--- src/he_macros.svh ---
`ifndef HE_MACROS_SVH
`define HE_MACROS_SVH

// Polynomial geometry
`define HE_N        8   // Coefficients per polynomial
`define HE_LOG_N    3   // NTT stages

// RNS base, one lane per prime
`define HE_NPRIMES  2
`define HE_PRIME0   17
`define HE_PRIME1   97
`define HE_RES_BITS 7   // Wide enough for residues below 97

// Register file
`define HE_NREGS    8
`define HE_REG_BITS 3

`endif
--- src/he_pkg.sv ---
`include "he_macros.svh"

package he_pkg;

  typedef enum logic [1:0] {
    OP_NOP,
    OP_CT_CT_ADD,
    OP_CT_PT_ADD,
    OP_CT_PT_MUL
  } op_e;

  // Sequencer stages, CT-PT MUL runs TWIST..WRITE once per ciphertext half
  typedef enum logic [3:0] {
    ST_IDLE,
    ST_ADD,
    ST_TWIST,
    ST_NTT_FWD,
    ST_NTT_WAIT_F,
    ST_POINTWISE,
    ST_NTT_INV,
    ST_NTT_WAIT_I,
    ST_UNTWIST,
    ST_WRITE
  } stage_e;

  typedef logic [`HE_RES_BITS-1:0]     residue_t;
  typedef residue_t [`HE_NPRIMES-1:0]  rns_coef_t;  // [lane]
  typedef rns_coef_t [`HE_N-1:0]       poly_t;      // [coef][lane]
  typedef logic [`HE_REG_BITS-1:0]     reg_idx_t;

  function automatic int prime_of(input int lane);
    return (lane == 0) ? `HE_PRIME0 : `HE_PRIME1;
  endfunction

  // Square and multiply, exponents below 256
  function automatic int mod_pow(input int base, input int expo, input int m);
    int acc;
    int b;
    acc = 1;
    b   = base % m;
    for (int i = 0; i < 8; i++) begin
      if (expo[i]) acc = (acc * b) % m;
      b = (b * b) % m;
    end
    return acc;
  endfunction

  // Primitive 2N-th root, from generators 3 (mod 17) and 5 (mod 97)
  function automatic int psi_of(input int lane);
    int g;
    g = (lane == 0) ? 3 : 5;
    return mod_pow(g, (prime_of(lane) - 1) / (2 * `HE_N), prime_of(lane));
  endfunction

  function automatic poly_t twist_poly();
    poly_t t;
    for (int i = 0; i < `HE_N; i++) begin
      for (int l = 0; l < `HE_NPRIMES; l++) begin
        t[i][l] = residue_t'(mod_pow(psi_of(l), i, prime_of(l)));
      end
    end
    return t;
  endfunction

  // psi^-i folded with 1/N, so the inverse NTT needs no extra scaling
  function automatic poly_t untwist_poly();
    poly_t t;
    int    p;
    int    n_inv;
    for (int l = 0; l < `HE_NPRIMES; l++) begin
      p     = prime_of(l);
      n_inv = mod_pow(`HE_N, p - 2, p);   // Fermat inverse
      for (int i = 0; i < `HE_N; i++) begin
        t[i][l] = residue_t'((mod_pow(psi_of(l), 2 * `HE_N - i, p) * n_inv) % p);
      end
    end
    return t;
  endfunction

  // omega = psi^2, inverse twiddle is omega^(N-k)
  function automatic residue_t twiddle(input int lane, input int k, input logic inverse);
    int p;
    int w;
    p = prime_of(lane);
    w = mod_pow(psi_of(lane), 2, p);
    return residue_t'(mod_pow(w, inverse ? (`HE_N - k) % `HE_N : k, p));
  endfunction

endpackage

--- src/he_regfile.sv ---
`timescale 1ns/1ns
`include "he_macros.svh"

module he_regfile (
  input  logic              clk,
  input  logic              reset,
  input  logic              op_valid,
  input  he_pkg::op_e       op_mode,
  input  he_pkg::reg_idx_t  src0_idx,
  input  he_pkg::reg_idx_t  src1_idx,
  input  he_pkg::reg_idx_t  src2_idx,
  input  he_pkg::reg_idx_t  src3_idx,
  input  he_pkg::reg_idx_t  dst0_idx,
  input  he_pkg::reg_idx_t  dst1_idx,
  input  logic              load_en,
  input  he_pkg::reg_idx_t  load_idx,
  input  he_pkg::poly_t     load_poly,
  input  he_pkg::reg_idx_t  read_idx,
  output he_pkg::poly_t     read_poly,
  input  logic              done,
  input  logic              wr0_en,
  input  logic              wr1_en,
  input  he_pkg::poly_t     wr0_poly,
  input  he_pkg::poly_t     wr1_poly,
  output logic              issue,
  output he_pkg::op_e       issue_mode,
  output he_pkg::poly_t     src_poly0,
  output he_pkg::poly_t     src_poly1,
  output he_pkg::poly_t     src_poly2,
  output he_pkg::poly_t     src_poly3,
  output logic              busy
);

  he_pkg::poly_t     regs [`HE_NREGS];
  he_pkg::reg_idx_t  src_idx_q [4];       // Latched source indexes
  he_pkg::reg_idx_t  dst0_q;
  he_pkg::reg_idx_t  dst1_q;
  logic              accept_q;            // Instruction taken last edge
  logic              accept;

  assign accept    = op_valid && !busy;
  assign read_poly = regs[read_idx];      // Observation port, no latency

  // ======================================================================
  //  Control and register writes
  // ======================================================================
  always_ff @(posedge clk) begin
    if (reset) begin
      regs       <= '{default: '0};
      busy       <= 1'b0;
      accept_q   <= 1'b0;
      issue      <= 1'b0;
      issue_mode <= he_pkg::OP_NOP;
    end else begin
      accept_q <= accept;
      issue    <= accept_q;               // Operands valid with this strobe
      if (accept) begin
        busy       <= 1'b1;
        issue_mode <= op_mode;
      end else if (done) begin
        busy <= 1'b0;
      end
      if (load_en && !busy) regs[load_idx] <= load_poly;
      // Results, dst1 wins on equal indexes
      if (wr0_en) regs[dst0_q] <= wr0_poly;
      if (wr1_en) regs[dst1_q] <= wr1_poly;
    end
  end

  // Index latch and operand read
  always_ff @(posedge clk) begin
    if (accept) begin
      src_idx_q[0] <= src0_idx;
      src_idx_q[1] <= src1_idx;
      src_idx_q[2] <= src2_idx;
      src_idx_q[3] <= src3_idx;
      dst0_q       <= dst0_idx;
      dst1_q       <= dst1_idx;
    end
    // Snapshot before any write, keeps aliased sources intact
    if (accept_q) begin
      src_poly0 <= regs[src_idx_q[0]];
      src_poly1 <= regs[src_idx_q[1]];
      src_poly2 <= regs[src_idx_q[2]];
      src_poly3 <= regs[src_idx_q[3]];
    end
  end

  // No back-pressure: host must hold off commands and loads until done
  a_idle_cmds: assert property (@(posedge clk) disable iff (reset)
    busy |-> !op_valid && !load_en)
    else $warning("op_valid or load_en while busy, request dropped");

endmodule

--- config.mk ---
export PLATFORM = sky130hd
export DESIGN_NAME = he_regfile
export DESIGN_NICKNAME = d
export VERILOG_FILES = /design/src/he_pkg.sv /design/src/he_regfile.sv
export VERILOG_INCLUDE_DIRS = /design/src /design/src/src
export SDC_FILE = /design/constraint.sdc
export NUM_CORES = 2
export LEC_CHECK = 0
export BUFFER_PORTS_ARGS = -buffer_cell sky130_fd_sc_hd__clkbuf_2
export CAP_MARGIN = 40
export CELL_PAD_IN_SITES_DETAIL_PLACEMENT = 1
export CELL_PAD_IN_SITES_GLOBAL_PLACEMENT = 1
export CORE_ASPECT_RATIO = 0.6
export CORE_MARGIN = 1
export CORE_UTILIZATION = 30
export CTS_CLUSTER_DIAMETER = 100
export DETAILED_ROUTE_END_ITERATION = 16
export HOLD_SLACK_MARGIN = 0.08
export PLACE_DENSITY_LB_ADDON = 0.3
export SLEW_MARGIN = 20
export SYNTH_ARGS = -nofsm -noshare
export SYNTH_HDL_FRONTEND = slang
export SYNTH_SLANG_ARGS = --single-unit
--- constraint.sdc ---
create_clock -name clk -period 12.77 [get_ports clk]
set_input_delay 2.554 -clock clk [delete_from_list [all_inputs] [get_ports clk]]
set_output_delay 2.554 -clock clk [all_outputs]
set_load 0.01 [all_outputs]
==> impl_results.md <==
* Outcome: complete, no violations
* Worst-path fanout max at 34
* Setup repair bufs after CTS at 0
* Register clock-pin slew on the reported worst setup and hold paths at around 0.060 ns
* # hold bufs at CTS at 0
* Area grow syn2layout at 16.3%
* Syn nets at roughly 8,400
* Hold crit path type: flip-flop to flip-flop
* Worst-skew pair later-pin latency at a little under 0.9 ns
* Cells after Synth at between 8,000 and 9,000
* Die ar. at about 0.3 mm²
* Critical Path Source: read_idx[2]
* Post-synth ARST share at 0%
* Max Cap Viol at 0
* # clock sinks at ~1,400
* Post-Layout Inst Area at about 0.11 mm²
* Final nets at between 8,000 and 9,000
* Worst r2r path cells at 7
* Share of post-route cells with drive strength above 1 at roughly 39%
* Worst-margin pin slew at roughly 1.2 ns
* Slew headroom at between 20% and 30%
* Placed Area at around 0.1 mm²
* Vias in the first global route at between 80,000 and 90,000
* Critical path type: input pin to output port
* Fin util at 35.2%
* Worst setup EP type: output port
* Max Slew Vio Count at 0
* Post-Syn Area per Cell at 11.2 µm²
* Critical path endpoint: read_poly[63]
* Routability Congestion at roughly 0.86
* Initial Util at 30.3%
* PortBufs at a little over 900
* Clk root buf: clkbuf_16
* CP required at a little over 10 ns
* Final antenna-violating net count at 0
* Core Rows at about 160
* Synth top cells by count: 1,241 x o21ai_0, 1,120 x mux4_2, 901 x dfxtp_1
* Tcrit/Tclk final at around three fifths
* TNS Setup at 0 ns
* Top_reg_cell synth: dfxtp_1
* Reg-to-reg startpoint: busy$_SDFFE_PP0P_
* Yosys warns at 0
* DRC at 0
* Fmax achieved at between 100 and 150 MHz
* Pre-antenna DRT Iters at 6
* Leak pwr at 36.3 nW
* Starting DRT DRC Count at approximately 14,000
* Synthesized cell area at ~0.09 mm²
* Most frequent cell after synthesis: o21ai_0
* Post-cts sizing count at 0
* Share of the synthesized area in the top cell type at 27.9%
* Ranking of synthesized cells by area: mux4_2 28%, dfxtp_1 20%, edfxtp_1 15%
* Seq/Total Area, Yosys at between 30% and 40%
* Core area at 0.299 mm²
* Avg Vias per Cell at 7.19
* GRT Residual Overflow at 0
* Die width at roughly 710 µm
* Ports at between 900 and 1,000
* EDFF count, synth at ~470
* Gr usage total at 32.8%
* Final setup fails at 0
* CTS tree: done
* Fillers at ~32,000
* VDD IR max at just over 0.09 mV
* CTS max path bufs at 4
* Dominant cell type by area after synthesis: mux4_2
* Height of the die at between 400 and 500 µm
* Clk_skew at ~0.048 ns
* Final hold viol count at 0
* R2R setup slack at around 8.8 ns
* Total CTS buffers at 166
* Post-synthesis register bit count at ~1,400
* PD cells at 121 mW/mm²
* Critical Path AT at 5.10 ns
* Vias at 90,400
* Reg2Reg Capture Point: regs[192]$_SDFF_PP0_
* Startpoint class of the critical path: input pin
* Minimum clock period at 7.65 ns
* Yosys cell types at between 40 and 50
* Hpwl dp at 318,000 µm
* WL/cell at 41.5 µm
* Initial antenna violation count at between 100 and 150
* RSZ-0062 raised after global routing: no
* First-pass GRT wire length at 718,000 µm
* H-tree depth at 4
* Total wire length at 522,000 µm
* Largest net degree at the start of global routing at 170
==> registers in the layout, summed over array words and instances (netlist names), 2 cells and up <==
name        flops
src_poly2     112
issue_mode      2
src_poly1     112
src_poly0     112
src_idx_q      12
regs          896
src_poly3     112
dst1_q          3
dst0_q          3
==> worst min-delay path by stage <==
| stage | from | end | slack [ns] | cells past startpoint |
|---|---|---|---|---|
| floorplan | issue_mode[0]$_SDFFE_PP0P_ | issue_mode[0]$_SDFFE_PP0P_ | 0.53 | 2 |
| global placement | issue_mode[1]$_SDFFE_PP0P_ | issue_mode[1]$_SDFFE_PP0P_ | 0.48 | 2 |
| detailed placement | issue_mode[1]$_SDFFE_PP0P_ | issue_mode[1]$_SDFFE_PP0P_ | 0.49 | 2 |
| CTS | issue_mode[0]$_SDFFE_PP0P_ | issue_mode[0]$_SDFFE_PP0P_ | 0.51 | 2 |
| global route | issue_mode[0]$_SDFFE_PP0P_ | issue_mode[0]$_SDFFE_PP0P_ | 0.54 | 2 |
| finish | issue_mode[0]$_SDFFE_PP0P_ | issue_mode[0]$_SDFFE_PP0P_ | 0.51 | 2 |
==> per-layer routing <==
| layer | GRT usage [%] | up-vias | part of all wire, % |
|---|---|---|---|
| met3 | 11.0 | 1667 | 13 |
| met2 | 47.3 | 8386 | 42 |
| met1 | 43.0 | 46900 | 38 |
| met4 | 19.1 | 34 | 6.2 |
| li1 | - | 33400 | - |
| met5 | 0 | - | 0.042 |
==> power breakdown <==
part           switching [W]  total, W  internal [W]  leakage [nW]
Sequential          0.000394   0.00518       0.00478          11.9
Combinational        0.00151   0.00261       0.00110          21.7
Clock                0.00222   0.00500       0.00278          2.64
Total                0.00412    0.0128       0.00867          36.3
==> per-stage QoR <==
step	power [W]	hold WS (ns)	setup slack (ns)	std cells
2_1_floorplan	0.00667	0.532	1.80	8052
3_3_place_gp	0.00762	0.479	5.04	12100
3_5_place_dp	0.00775	0.494	4.97	12200
4_1_cts	0.0127	0.513	4.97	12500
5_1_grt	0.0131	0.543	5.14	12600
6_report	0.0128	0.512	5.12	12600
==> area by class of cell <==
cell class	count	area [µm²]	share of cell area [%]
clock buffer	237	4790	4.55
multi-input combinational	5625	54500	51.8
sequential	1367	32000	30.4
tap	4003	5010	4.76
timing repair buffer	1204	8170	7.76
clock inverter	61	579	0.550
antenna	75	188	0.178
==> cells by family after synthesis <==
family                 Yosys count  synth area share, %
AO/OA/AOI/OAI                 3077                 19.8
multiplexers                  1683                 34.9
flip-flops                    1367                 35.4
buffers and inverters         1060                 4.83
AND/OR/NAND/NOR                865                 5.19
==> worst max-delay path: stages <==
cell and delay (ns):
clkbuf_8 0.47, buf_4 0.67, buf_4 0.70, mux2_2 0.46
clkbuf_2 0.17
==> placed cells by master (no fill, tap or decap), types with 4 or more instances in the layout <==
| cell type | instances |
|---|---|
| a211oi_1 | 462 |
| a21oi_1 | 382 |
| a221oi_1 | 52 |
| a31oi_4 | 4 |
| and2_1 | 13 |
| and3_1 | 61 |
| buf_12 | 43 |
| buf_16 | 42 |
| buf_4 | 181 |
| buf_8 | 7 |
| bufinv_16 | 8 |
| clkbuf_1 | 41 |
| clkbuf_16 | 173 |
| clkbuf_2 | 927 |
| clkbuf_8 | 24 |
| clkinv_1 | 8 |
| clkinv_2 | 28 |
| clkinv_8 | 4 |
| clkinvlp_4 | 5 |
| dfxtp_1 | 899 |
| diode_2 | 75 |
| edfxtp_1 | 466 |
| mux2_2 | 560 |
| mux4_2 | 1120 |
| nand2_1 | 16 |
| nand2_4 | 10 |
| nand2b_1 | 115 |
| nand3_1 | 4 |
| nand3_4 | 5 |
| nand3b_1 | 106 |
| nor2_1 | 405 |
| nor2_4 | 7 |
| nor2b_1 | 5 |
| o21ai_0 | 1241 |
| o21ai_1 | 40 |
| o22ai_1 | 891 |
| or3b_2 | 93 |
Power figures use the tool's default switching activity.
