<file path="src/he_macros.svh">
`ifndef HE_MACROS_SVH
`define HE_MACROS_SVH

// Polynomial geometry
`define HE_N        8   // Coefficients per polynomial
`define HE_LOG_N    3   // NTT stages

// RNS base, one lane per prime
`define HE_NPRIMES  2
`define HE_PRIME0   17
`define HE_PRIME1   97
`define HE_RES_BITS 7   // Wide enough for residues below 97

// Register file
`define HE_NREGS    8
`define HE_REG_BITS 3

`endif
</file>
<file path="src/he_pkg.sv">
`include "he_macros.svh"

package he_pkg;

  typedef enum logic [1:0] {
    OP_NOP,
    OP_CT_CT_ADD,
    OP_CT_PT_ADD,
    OP_CT_PT_MUL
  } op_e;

  // Sequencer stages, CT-PT MUL runs TWIST..WRITE once per ciphertext half
  typedef enum logic [3:0] {
    ST_IDLE,
    ST_ADD,
    ST_TWIST,
    ST_NTT_FWD,
    ST_NTT_WAIT_F,
    ST_POINTWISE,
    ST_NTT_INV,
    ST_NTT_WAIT_I,
    ST_UNTWIST,
    ST_WRITE
  } stage_e;

  typedef logic [`HE_RES_BITS-1:0]     residue_t;
  typedef residue_t [`HE_NPRIMES-1:0]  rns_coef_t;  // [lane]
  typedef rns_coef_t [`HE_N-1:0]       poly_t;      // [coef][lane]
  typedef logic [`HE_REG_BITS-1:0]     reg_idx_t;

  function automatic int prime_of(input int lane);
    return (lane == 0) ? `HE_PRIME0 : `HE_PRIME1;
  endfunction

  // Square and multiply, exponents below 256
  function automatic int mod_pow(input int base, input int expo, input int m);
    int acc;
    int b;
    acc = 1;
    b   = base % m;
    for (int i = 0; i < 8; i++) begin
      if (expo[i]) acc = (acc * b) % m;
      b = (b * b) % m;
    end
    return acc;
  endfunction

  // Primitive 2N-th root, from generators 3 (mod 17) and 5 (mod 97)
  function automatic int psi_of(input int lane);
    int g;
    g = (lane == 0) ? 3 : 5;
    return mod_pow(g, (prime_of(lane) - 1) / (2 * `HE_N), prime_of(lane));
  endfunction

  function automatic poly_t twist_poly();
    poly_t t;
    for (int i = 0; i < `HE_N; i++) begin
      for (int l = 0; l < `HE_NPRIMES; l++) begin
        t[i][l] = residue_t'(mod_pow(psi_of(l), i, prime_of(l)));
      end
    end
    return t;
  endfunction

  // psi^-i folded with 1/N, so the inverse NTT needs no extra scaling
  function automatic poly_t untwist_poly();
    poly_t t;
    int    p;
    int    n_inv;
    for (int l = 0; l < `HE_NPRIMES; l++) begin
      p     = prime_of(l);
      n_inv = mod_pow(`HE_N, p - 2, p);   // Fermat inverse
      for (int i = 0; i < `HE_N; i++) begin
        t[i][l] = residue_t'((mod_pow(psi_of(l), 2 * `HE_N - i, p) * n_inv) % p);
      end
    end
    return t;
  endfunction

  // omega = psi^2, inverse twiddle is omega^(N-k)
  function automatic residue_t twiddle(input int lane, input int k, input logic inverse);
    int p;
    int w;
    p = prime_of(lane);
    w = mod_pow(psi_of(lane), 2, p);
    return residue_t'(mod_pow(w, inverse ? (`HE_N - k) % `HE_N : k, p));
  endfunction

endpackage

</file>
<file path="src/op_sequencer.sv">
`timescale 1ns/1ns

module op_sequencer (
  input  logic           clk,
  input  logic           reset,
  input  logic           issue,
  input  he_pkg::op_e    issue_mode,
  input  he_pkg::poly_t  src_poly0,   // CT A part
  input  he_pkg::poly_t  src_poly1,   // CT B part
  input  he_pkg::poly_t  src_poly2,
  input  he_pkg::poly_t  src_poly3,   // Plaintext or second B
  output he_pkg::poly_t  alu_a0,
  output he_pkg::poly_t  alu_b0,
  output he_pkg::poly_t  alu_a1,
  output he_pkg::poly_t  alu_b1,
  output logic           alu_mul,
  input  he_pkg::poly_t  alu_y0,
  input  he_pkg::poly_t  alu_y1,
  output logic           ntt0_start,
  output logic           ntt1_start,
  output logic           ntt_inverse,
  output he_pkg::poly_t  ntt0_in,
  output he_pkg::poly_t  ntt1_in,
  input  he_pkg::poly_t  ntt0_out,
  input  he_pkg::poly_t  ntt1_out,
  input  logic           ntt0_ready,
  input  logic           ntt1_ready,
  output logic           wr0_en,
  output logic           wr1_en,
  output he_pkg::poly_t  wr0_poly,
  output he_pkg::poly_t  wr1_poly,
  output logic           done
);

  localparam he_pkg::poly_t TWIST   = he_pkg::twist_poly();
  localparam he_pkg::poly_t UNTWIST = he_pkg::untwist_poly();

  he_pkg::stage_e  stage_q;
  logic            half_q;       // 0 A pass, 1 B pass
  he_pkg::poly_t   scratch0;     // Ciphertext half through the pipeline
  he_pkg::poly_t   scratch1;     // Twisted plaintext
  logic            add_issue;

  assign add_issue = stage_q == he_pkg::ST_IDLE && issue &&
                     (issue_mode == he_pkg::OP_CT_CT_ADD || issue_mode == he_pkg::OP_CT_PT_ADD);

  // ======================================================================
  //  Operand muxing
  // ======================================================================
  always_comb begin
    alu_a0  = src_poly0;         // CT-CT ADD layout by default
    alu_b0  = src_poly2;
    alu_a1  = src_poly1;
    alu_b1  = src_poly3;
    alu_mul = 1'b0;
    case (stage_q)
      he_pkg::ST_IDLE: begin
        if (issue_mode == he_pkg::OP_CT_PT_ADD) alu_b0 = '0;  // A passes through
      end
      he_pkg::ST_TWIST: begin
        alu_a0  = half_q ? src_poly1 : src_poly0;
        alu_b0  = TWIST;
        alu_a1  = src_poly3;
        alu_b1  = TWIST;
        alu_mul = 1'b1;
      end
      he_pkg::ST_POINTWISE: begin
        alu_a0  = ntt0_out;      // Both units hold results until next start
        alu_b0  = ntt1_out;
        alu_mul = 1'b1;
      end
      he_pkg::ST_UNTWIST: begin
        alu_a0  = ntt0_out;
        alu_b0  = UNTWIST;
        alu_mul = 1'b1;
      end
      default: ;
    endcase
  end

  assign ntt0_in     = scratch0;
  assign ntt1_in     = scratch1;
  assign ntt0_start  = stage_q == he_pkg::ST_NTT_FWD || stage_q == he_pkg::ST_NTT_INV;
  assign ntt1_start  = stage_q == he_pkg::ST_NTT_FWD;  // Inverse only needs unit 0
  assign ntt_inverse = stage_q == he_pkg::ST_NTT_INV;

  // Adds write straight from the ALU in the issue cycle
  assign wr0_en   = add_issue || (stage_q == he_pkg::ST_WRITE && !half_q);
  assign wr1_en   = add_issue || (stage_q == he_pkg::ST_WRITE && half_q);
  assign wr0_poly = (stage_q == he_pkg::ST_WRITE) ? scratch0 : alu_y0;
  assign wr1_poly = (stage_q == he_pkg::ST_WRITE) ? scratch0 : alu_y1;

  // ======================================================================
  //  Stage FSM
  // ======================================================================
  always_ff @(posedge clk) begin
    if (reset) begin
      stage_q <= he_pkg::ST_IDLE;
      half_q  <= 1'b0;
      done    <= 1'b0;
    end else begin
      done <= 1'b0;
      case (stage_q)
        he_pkg::ST_IDLE: begin
          if (issue) begin
            if (issue_mode == he_pkg::OP_CT_PT_MUL) begin
              stage_q <= he_pkg::ST_TWIST;
              half_q  <= 1'b0;
            end else begin
              stage_q <= he_pkg::ST_ADD;   // NOP also retires here
              done    <= 1'b1;
            end
          end
        end
        he_pkg::ST_ADD:       stage_q <= he_pkg::ST_IDLE;
        he_pkg::ST_TWIST:     stage_q <= he_pkg::ST_NTT_FWD;
        he_pkg::ST_NTT_FWD:   stage_q <= he_pkg::ST_NTT_WAIT_F;
        he_pkg::ST_NTT_WAIT_F: begin
          if (ntt0_ready && ntt1_ready) stage_q <= he_pkg::ST_POINTWISE;
        end
        he_pkg::ST_POINTWISE: stage_q <= he_pkg::ST_NTT_INV;
        he_pkg::ST_NTT_INV:   stage_q <= he_pkg::ST_NTT_WAIT_I;
        he_pkg::ST_NTT_WAIT_I: begin
          if (ntt0_ready) stage_q <= he_pkg::ST_UNTWIST;
        end
        he_pkg::ST_UNTWIST:   stage_q <= he_pkg::ST_WRITE;
        he_pkg::ST_WRITE: begin
          if (half_q) begin
            stage_q <= he_pkg::ST_IDLE;
            done    <= 1'b1;
          end else begin
            half_q  <= 1'b1;               // Rerun for B part
            stage_q <= he_pkg::ST_TWIST;
          end
        end
        default: stage_q <= he_pkg::ST_IDLE;
      endcase
    end
  end

  // Scratch between stages
  always_ff @(posedge clk) begin
    case (stage_q)
      he_pkg::ST_TWIST: begin
        scratch0 <= alu_y0;
        scratch1 <= alu_y1;
      end
      he_pkg::ST_POINTWISE, he_pkg::ST_UNTWIST: scratch0 <= alu_y0;
      default: ;
    endcase
  end

  // Retirement paths only
  a_idle_entry: assert property (@(posedge clk) disable iff (reset)
    (stage_q == he_pkg::ST_IDLE && $past(stage_q) != he_pkg::ST_IDLE)
      |-> $past(stage_q) inside {he_pkg::ST_ADD, he_pkg::ST_WRITE});

endmodule

</file>
<file path="config.mk">
export PLATFORM = sky130hd
export DESIGN_NAME = op_sequencer
export DESIGN_NICKNAME = d
export VERILOG_FILES = /design/src/he_pkg.sv /design/src/op_sequencer.sv
export VERILOG_INCLUDE_DIRS = /design/src /design/src/src
export SDC_FILE = /design/constraint.sdc
export NUM_CORES = 1
export LEC_CHECK = 0
export BUFFER_PORTS_ARGS = -buffer_cell sky130_fd_sc_hd__buf_2
export CORE_AREA = 8 8 692 694
export CTS_CLUSTER_SIZE = 30
export DETAILED_ROUTE_END_ITERATION = 6
export DIE_AREA = 0 0 700 702
export PLACE_DENSITY_LB_ADDON = 0.15
export SETUP_SLACK_MARGIN = 0.4
export SYNTH_ARGS = -nofsm -noshare
export SYNTH_HDL_FRONTEND = slang
export SYNTH_SLANG_ARGS = --single-unit
</file>
<file path="constraint.sdc">
create_clock -name clk -period 5.1 [get_ports clk]
set_clock_uncertainty 0.05 [all_clocks]
set_input_delay 0.765 -clock clk [delete_from_list [all_inputs] [get_ports clk]]
set_output_delay 0.765 -clock clk [all_outputs]
set_load 0.01 [all_outputs]
</file>
==> impl_metrics.ini <==
[clocking]
cts-root-to-sink-buffers = 3
cts-root-buf = clkbuf_16
insertion_delay_ns = 0.65
cts-hold-fix-buffers = 0
cts_clk_pin_slew_worst_paths_ns = 0.06
numCtsBuffers = 36
htree_num_levels = 2
tritoncts_clock_tree = yes
clock-sinks = 230

[synth]
syn_nets = 2567
synthesis.yosys.warnings = 0
synth_cell_types = 39
postSynthRegisterBits = 230
synth-edff-count = 224
synth_largest_area_cell = edfxtp_1
ys_top_cells_by_count = nand2_1 (565), edfxtp_1 (224), inv_1 (114), o21ai_0 (114)
synthesized_area_um2 = 14800
synth.mux.area_fraction_pct = 8.60
yosys.area.top_type_share_pct = 45.5
synth_seq_area_share_pct = 46.3
synth_top_cells_by_area = edfxtp_1 (46%), nand2_1 (14%), mux2_2 (8.5%)
ys.flop_type = edfxtp_1
synth-adder-area-share_pct = 0.169
synthMostInstantiatedCell = nand2_1
synthXorXnorAreaFrac_pct = 0.0593
fraction_of_the_mapped_netlist_area_in_compound_gates_pct = 17.2
yosys.area_share.simple_pct = 20.8
synth_top_family_by_area = simple AND/OR/NAND/NOR gates
synth-async-reset-ratio_pct = 0
postSynthCellCount = 1662
synthesis.area_per_instance_um2 = 8.89

[place]
port-buffer-count = 1805
hpwl_um = 348000
place.gp.congestion = 1.01

[finish]
post-route-util_pct = 7.06
finish.net_count = 4321
syn2layout_area_growth_pct = 124
number_of_fillers_in_the_final_layout = 55696
fraction_of_final_layout_cells_with_drive_strength_greater_than_1_pct = 60.3

[global_routing]
grt_first_pass_wirelength_um = 427000
grt_use_total_pct = 14.4
antenna_found_initial = 424
globalRoute.totalOverflow = 0
grt_pass1_vias = 23247
grt_max_degree = 89

[pwr]
cellInternalPower_w = 0.00533
p_seq_share_pct = 26.9
power_switching_share_pct = 44.1
power.share.combinational_pct = 44.4
share_clk_of_total_power_pct = 28.6
vdd_drop_max_uv = 197
power_spent_charging_and_discharging_nets_w = 0.00421
power_per_cell_area_nw_per_um2 = 288
static_leak_nw = 14.1

[route]
wire_per_inst_um = 38.3
route.antenna.remaining_nets = 0
vias = 24146
drtPass1Iterations = 5
detail_route.drc_violations = 0
initialDrtViolationCount = 2045
drt_wl_total_um = 374000
number_of_vias_per_cell_after_detailed_routing = 2.47

[critical_path]
cp.required_ns = 4.28
crit_slowest_cell = dfxtp_2
critical_path_arrival_ns = 3.86
crit_path_end_kind = primary output
startpoint_type = flop
worst_path_largest_cell_delay_ns = 0.66
cp_cell_sequence = or4bb_1 -> a21oi_1 -> or2_4 -> buf_12 -> o21ai_0 -> buf_2
crit-reg2reg-launch = stage_q[2]$_SDFFE_PP0P_
highest_net_fanout_along_the_worst_path = 49
setup.worst_path.class = flop to primary output
timing.critical_path.from = half_q$_SDFFE_PP0P_

[hold_path]
beginning_of_the_worst_hold_path = alu_y0[90]
path_type_of_the_worst_min_delay_path = input pin to flop

[timing]
hold_slack_ns = 0.252
finalSetupViolCount = 0
max-slew-margin-rel_pct = 25.6
final.min_clock_period_ns = 4.68
finalHoldViolations = 0
grt_setup_unrepaired = true
clock.fmax_mhz = 214
timing.final.max_slew_violations = 0
fin_crit_sh_pct = 91.7
setup-tns-final_ns = 0
worst-slew-pin-transition_ns = 1.10

[die]
design.die.area_um2 = 491000
placementRows = 252
chipHeight_um = 702
core_area_um2 = 469000
die_w_um = 700
initial_utilization_pct = 3.15
num_io_pins = 1806

[outcome]
result_of_the_run = finished clean

[run]
cap_viol_max_count = 0
==> final timing paths <==
check	to	slack, ns	cells past startpoint
min	ntt0_in[90]$_DFFE_PP_	0.25	1
max reg2reg	ntt0_in[52]$_DFFE_PP_	2.02	4
min reg2reg	stage_q[0]$_SDFFE_PP0P_	0.61	2
max	alu_a0[98]	0.42	6
==> sequential cells by signal (all words and copies together) (netlist names) <==
name	flops
done	1
half_q	1
ntt0_in	112
ntt1_in	112
stage_q	4
==> placed cells by master (no fill, tap or decap), types with 2 or more instances in the layout <==
cell type / count
buf_2: 1805
nand2_1: 565
edfxtp_1: 224
inv_1: 114
o21ai_0: 113
a22oi_1: 112
mux2_2: 112
diode_2: 100
nor2b_1: 73
a221o_1: 63
a22o_1: 49
or2_2: 40
clkbuf_16: 36
buf_4: 31
buf_12: 15
nor2_1: 8
a21oi_1: 6
clkinv_1: 5
clkbuf_1: 5
nand2b_1: 4
bufinv_16: 4
dfxtp_2: 4
nor2_4: 3
or2_4: 3
nor3_1: 3
clkinv_2: 3
nand3b_1: 2
nor4_1: 2
or4bb_1: 2
or4_1: 2
a2111oi_0: 2
ha_1: 2
clkbuf_8: 2
clkinvlp_4: 2
dfxtp_1: 2
==> critical path, delay by kind of cell (launching register included) <==
family	cells	cell delay [ns]
flops	1	0.66
simple gates	2	1.07
compound gates	2	0.65
buf+inv	2	0.66
==> cell type report <==
cell class              instances  area (µm²)  area share (%)
well taps                    6223        7790            23.5
diodes                        100         250           0.757
inverters                     114         428            1.29
repair buffers               1851        9570            28.9
clock inverters                19         253           0.764
clock buffers                  43         947            2.86
multi-input cells            1183        6990            21.1
flip-flops and latches        230        6850            20.7
==> kinds of logic (layout without fill, tap and decap cells) <==
kind of cell,after synthesis,after routing
AO/OA/AOI/OAI,349,349
XOR/XNOR,1,1
adder cells (fa/ha/maj),2,2
buffers and inverters,250,2027
flip-flops,230,230
multiplexers,113,113
other,0,100
AND/OR/NAND/NOR,717,718
==> metal layers <==
| metal | global-route usage (%) | up-vias | part of all wire [%] |
|---|---|---|---|
| li1 | - | 9453 | - |
| met1 | 15.9 | 11861 | 38 |
| met2 | 25.1 | 1951 | 48 |
| met3 | 7.38 | 719 | 12 |
| met4 | 1.85 | 162 | 2.1 |
| met5 | 0.505 | - | 0.34 |
==> power groups by stage <==
stage                     logic, W  registers, W  clock network, W
after floorplan            0.00138       0.00268                 0
after global routing       0.00447       0.00260           0.00290
after global placement     0.00438       0.00261                 0
after CTS                  0.00435       0.00257           0.00290
final                      0.00424       0.00257           0.00273
after detailed placement   0.00434       0.00261                 0
==> stage by stage <==
stage	cells	cell area (µm²)	setup WS [ns]	power, W
CTS	9661	32800	0.266	0.00982
finish	9763	33100	0.423	0.00953
global placement	9599	31600	0.747	0.00699
detailed placement	9599	31600	0.772	0.00694
global route	9691	32900	0.237	0.00997
floorplan	1662	14800	1.44	0.00406
==> repair_timing <==
| item | CTS | global route |
|---|---|---|
| gates cloned | 0 | 1 |
| setup buffers | 0 | 1 |
| gates resized for setup | 2 | 4 |
| endpoints found under the setup margin | 54 | 17 |
| pin swaps | 1 | 0 |
Note: power is estimated with default switching activity, not from simulation.
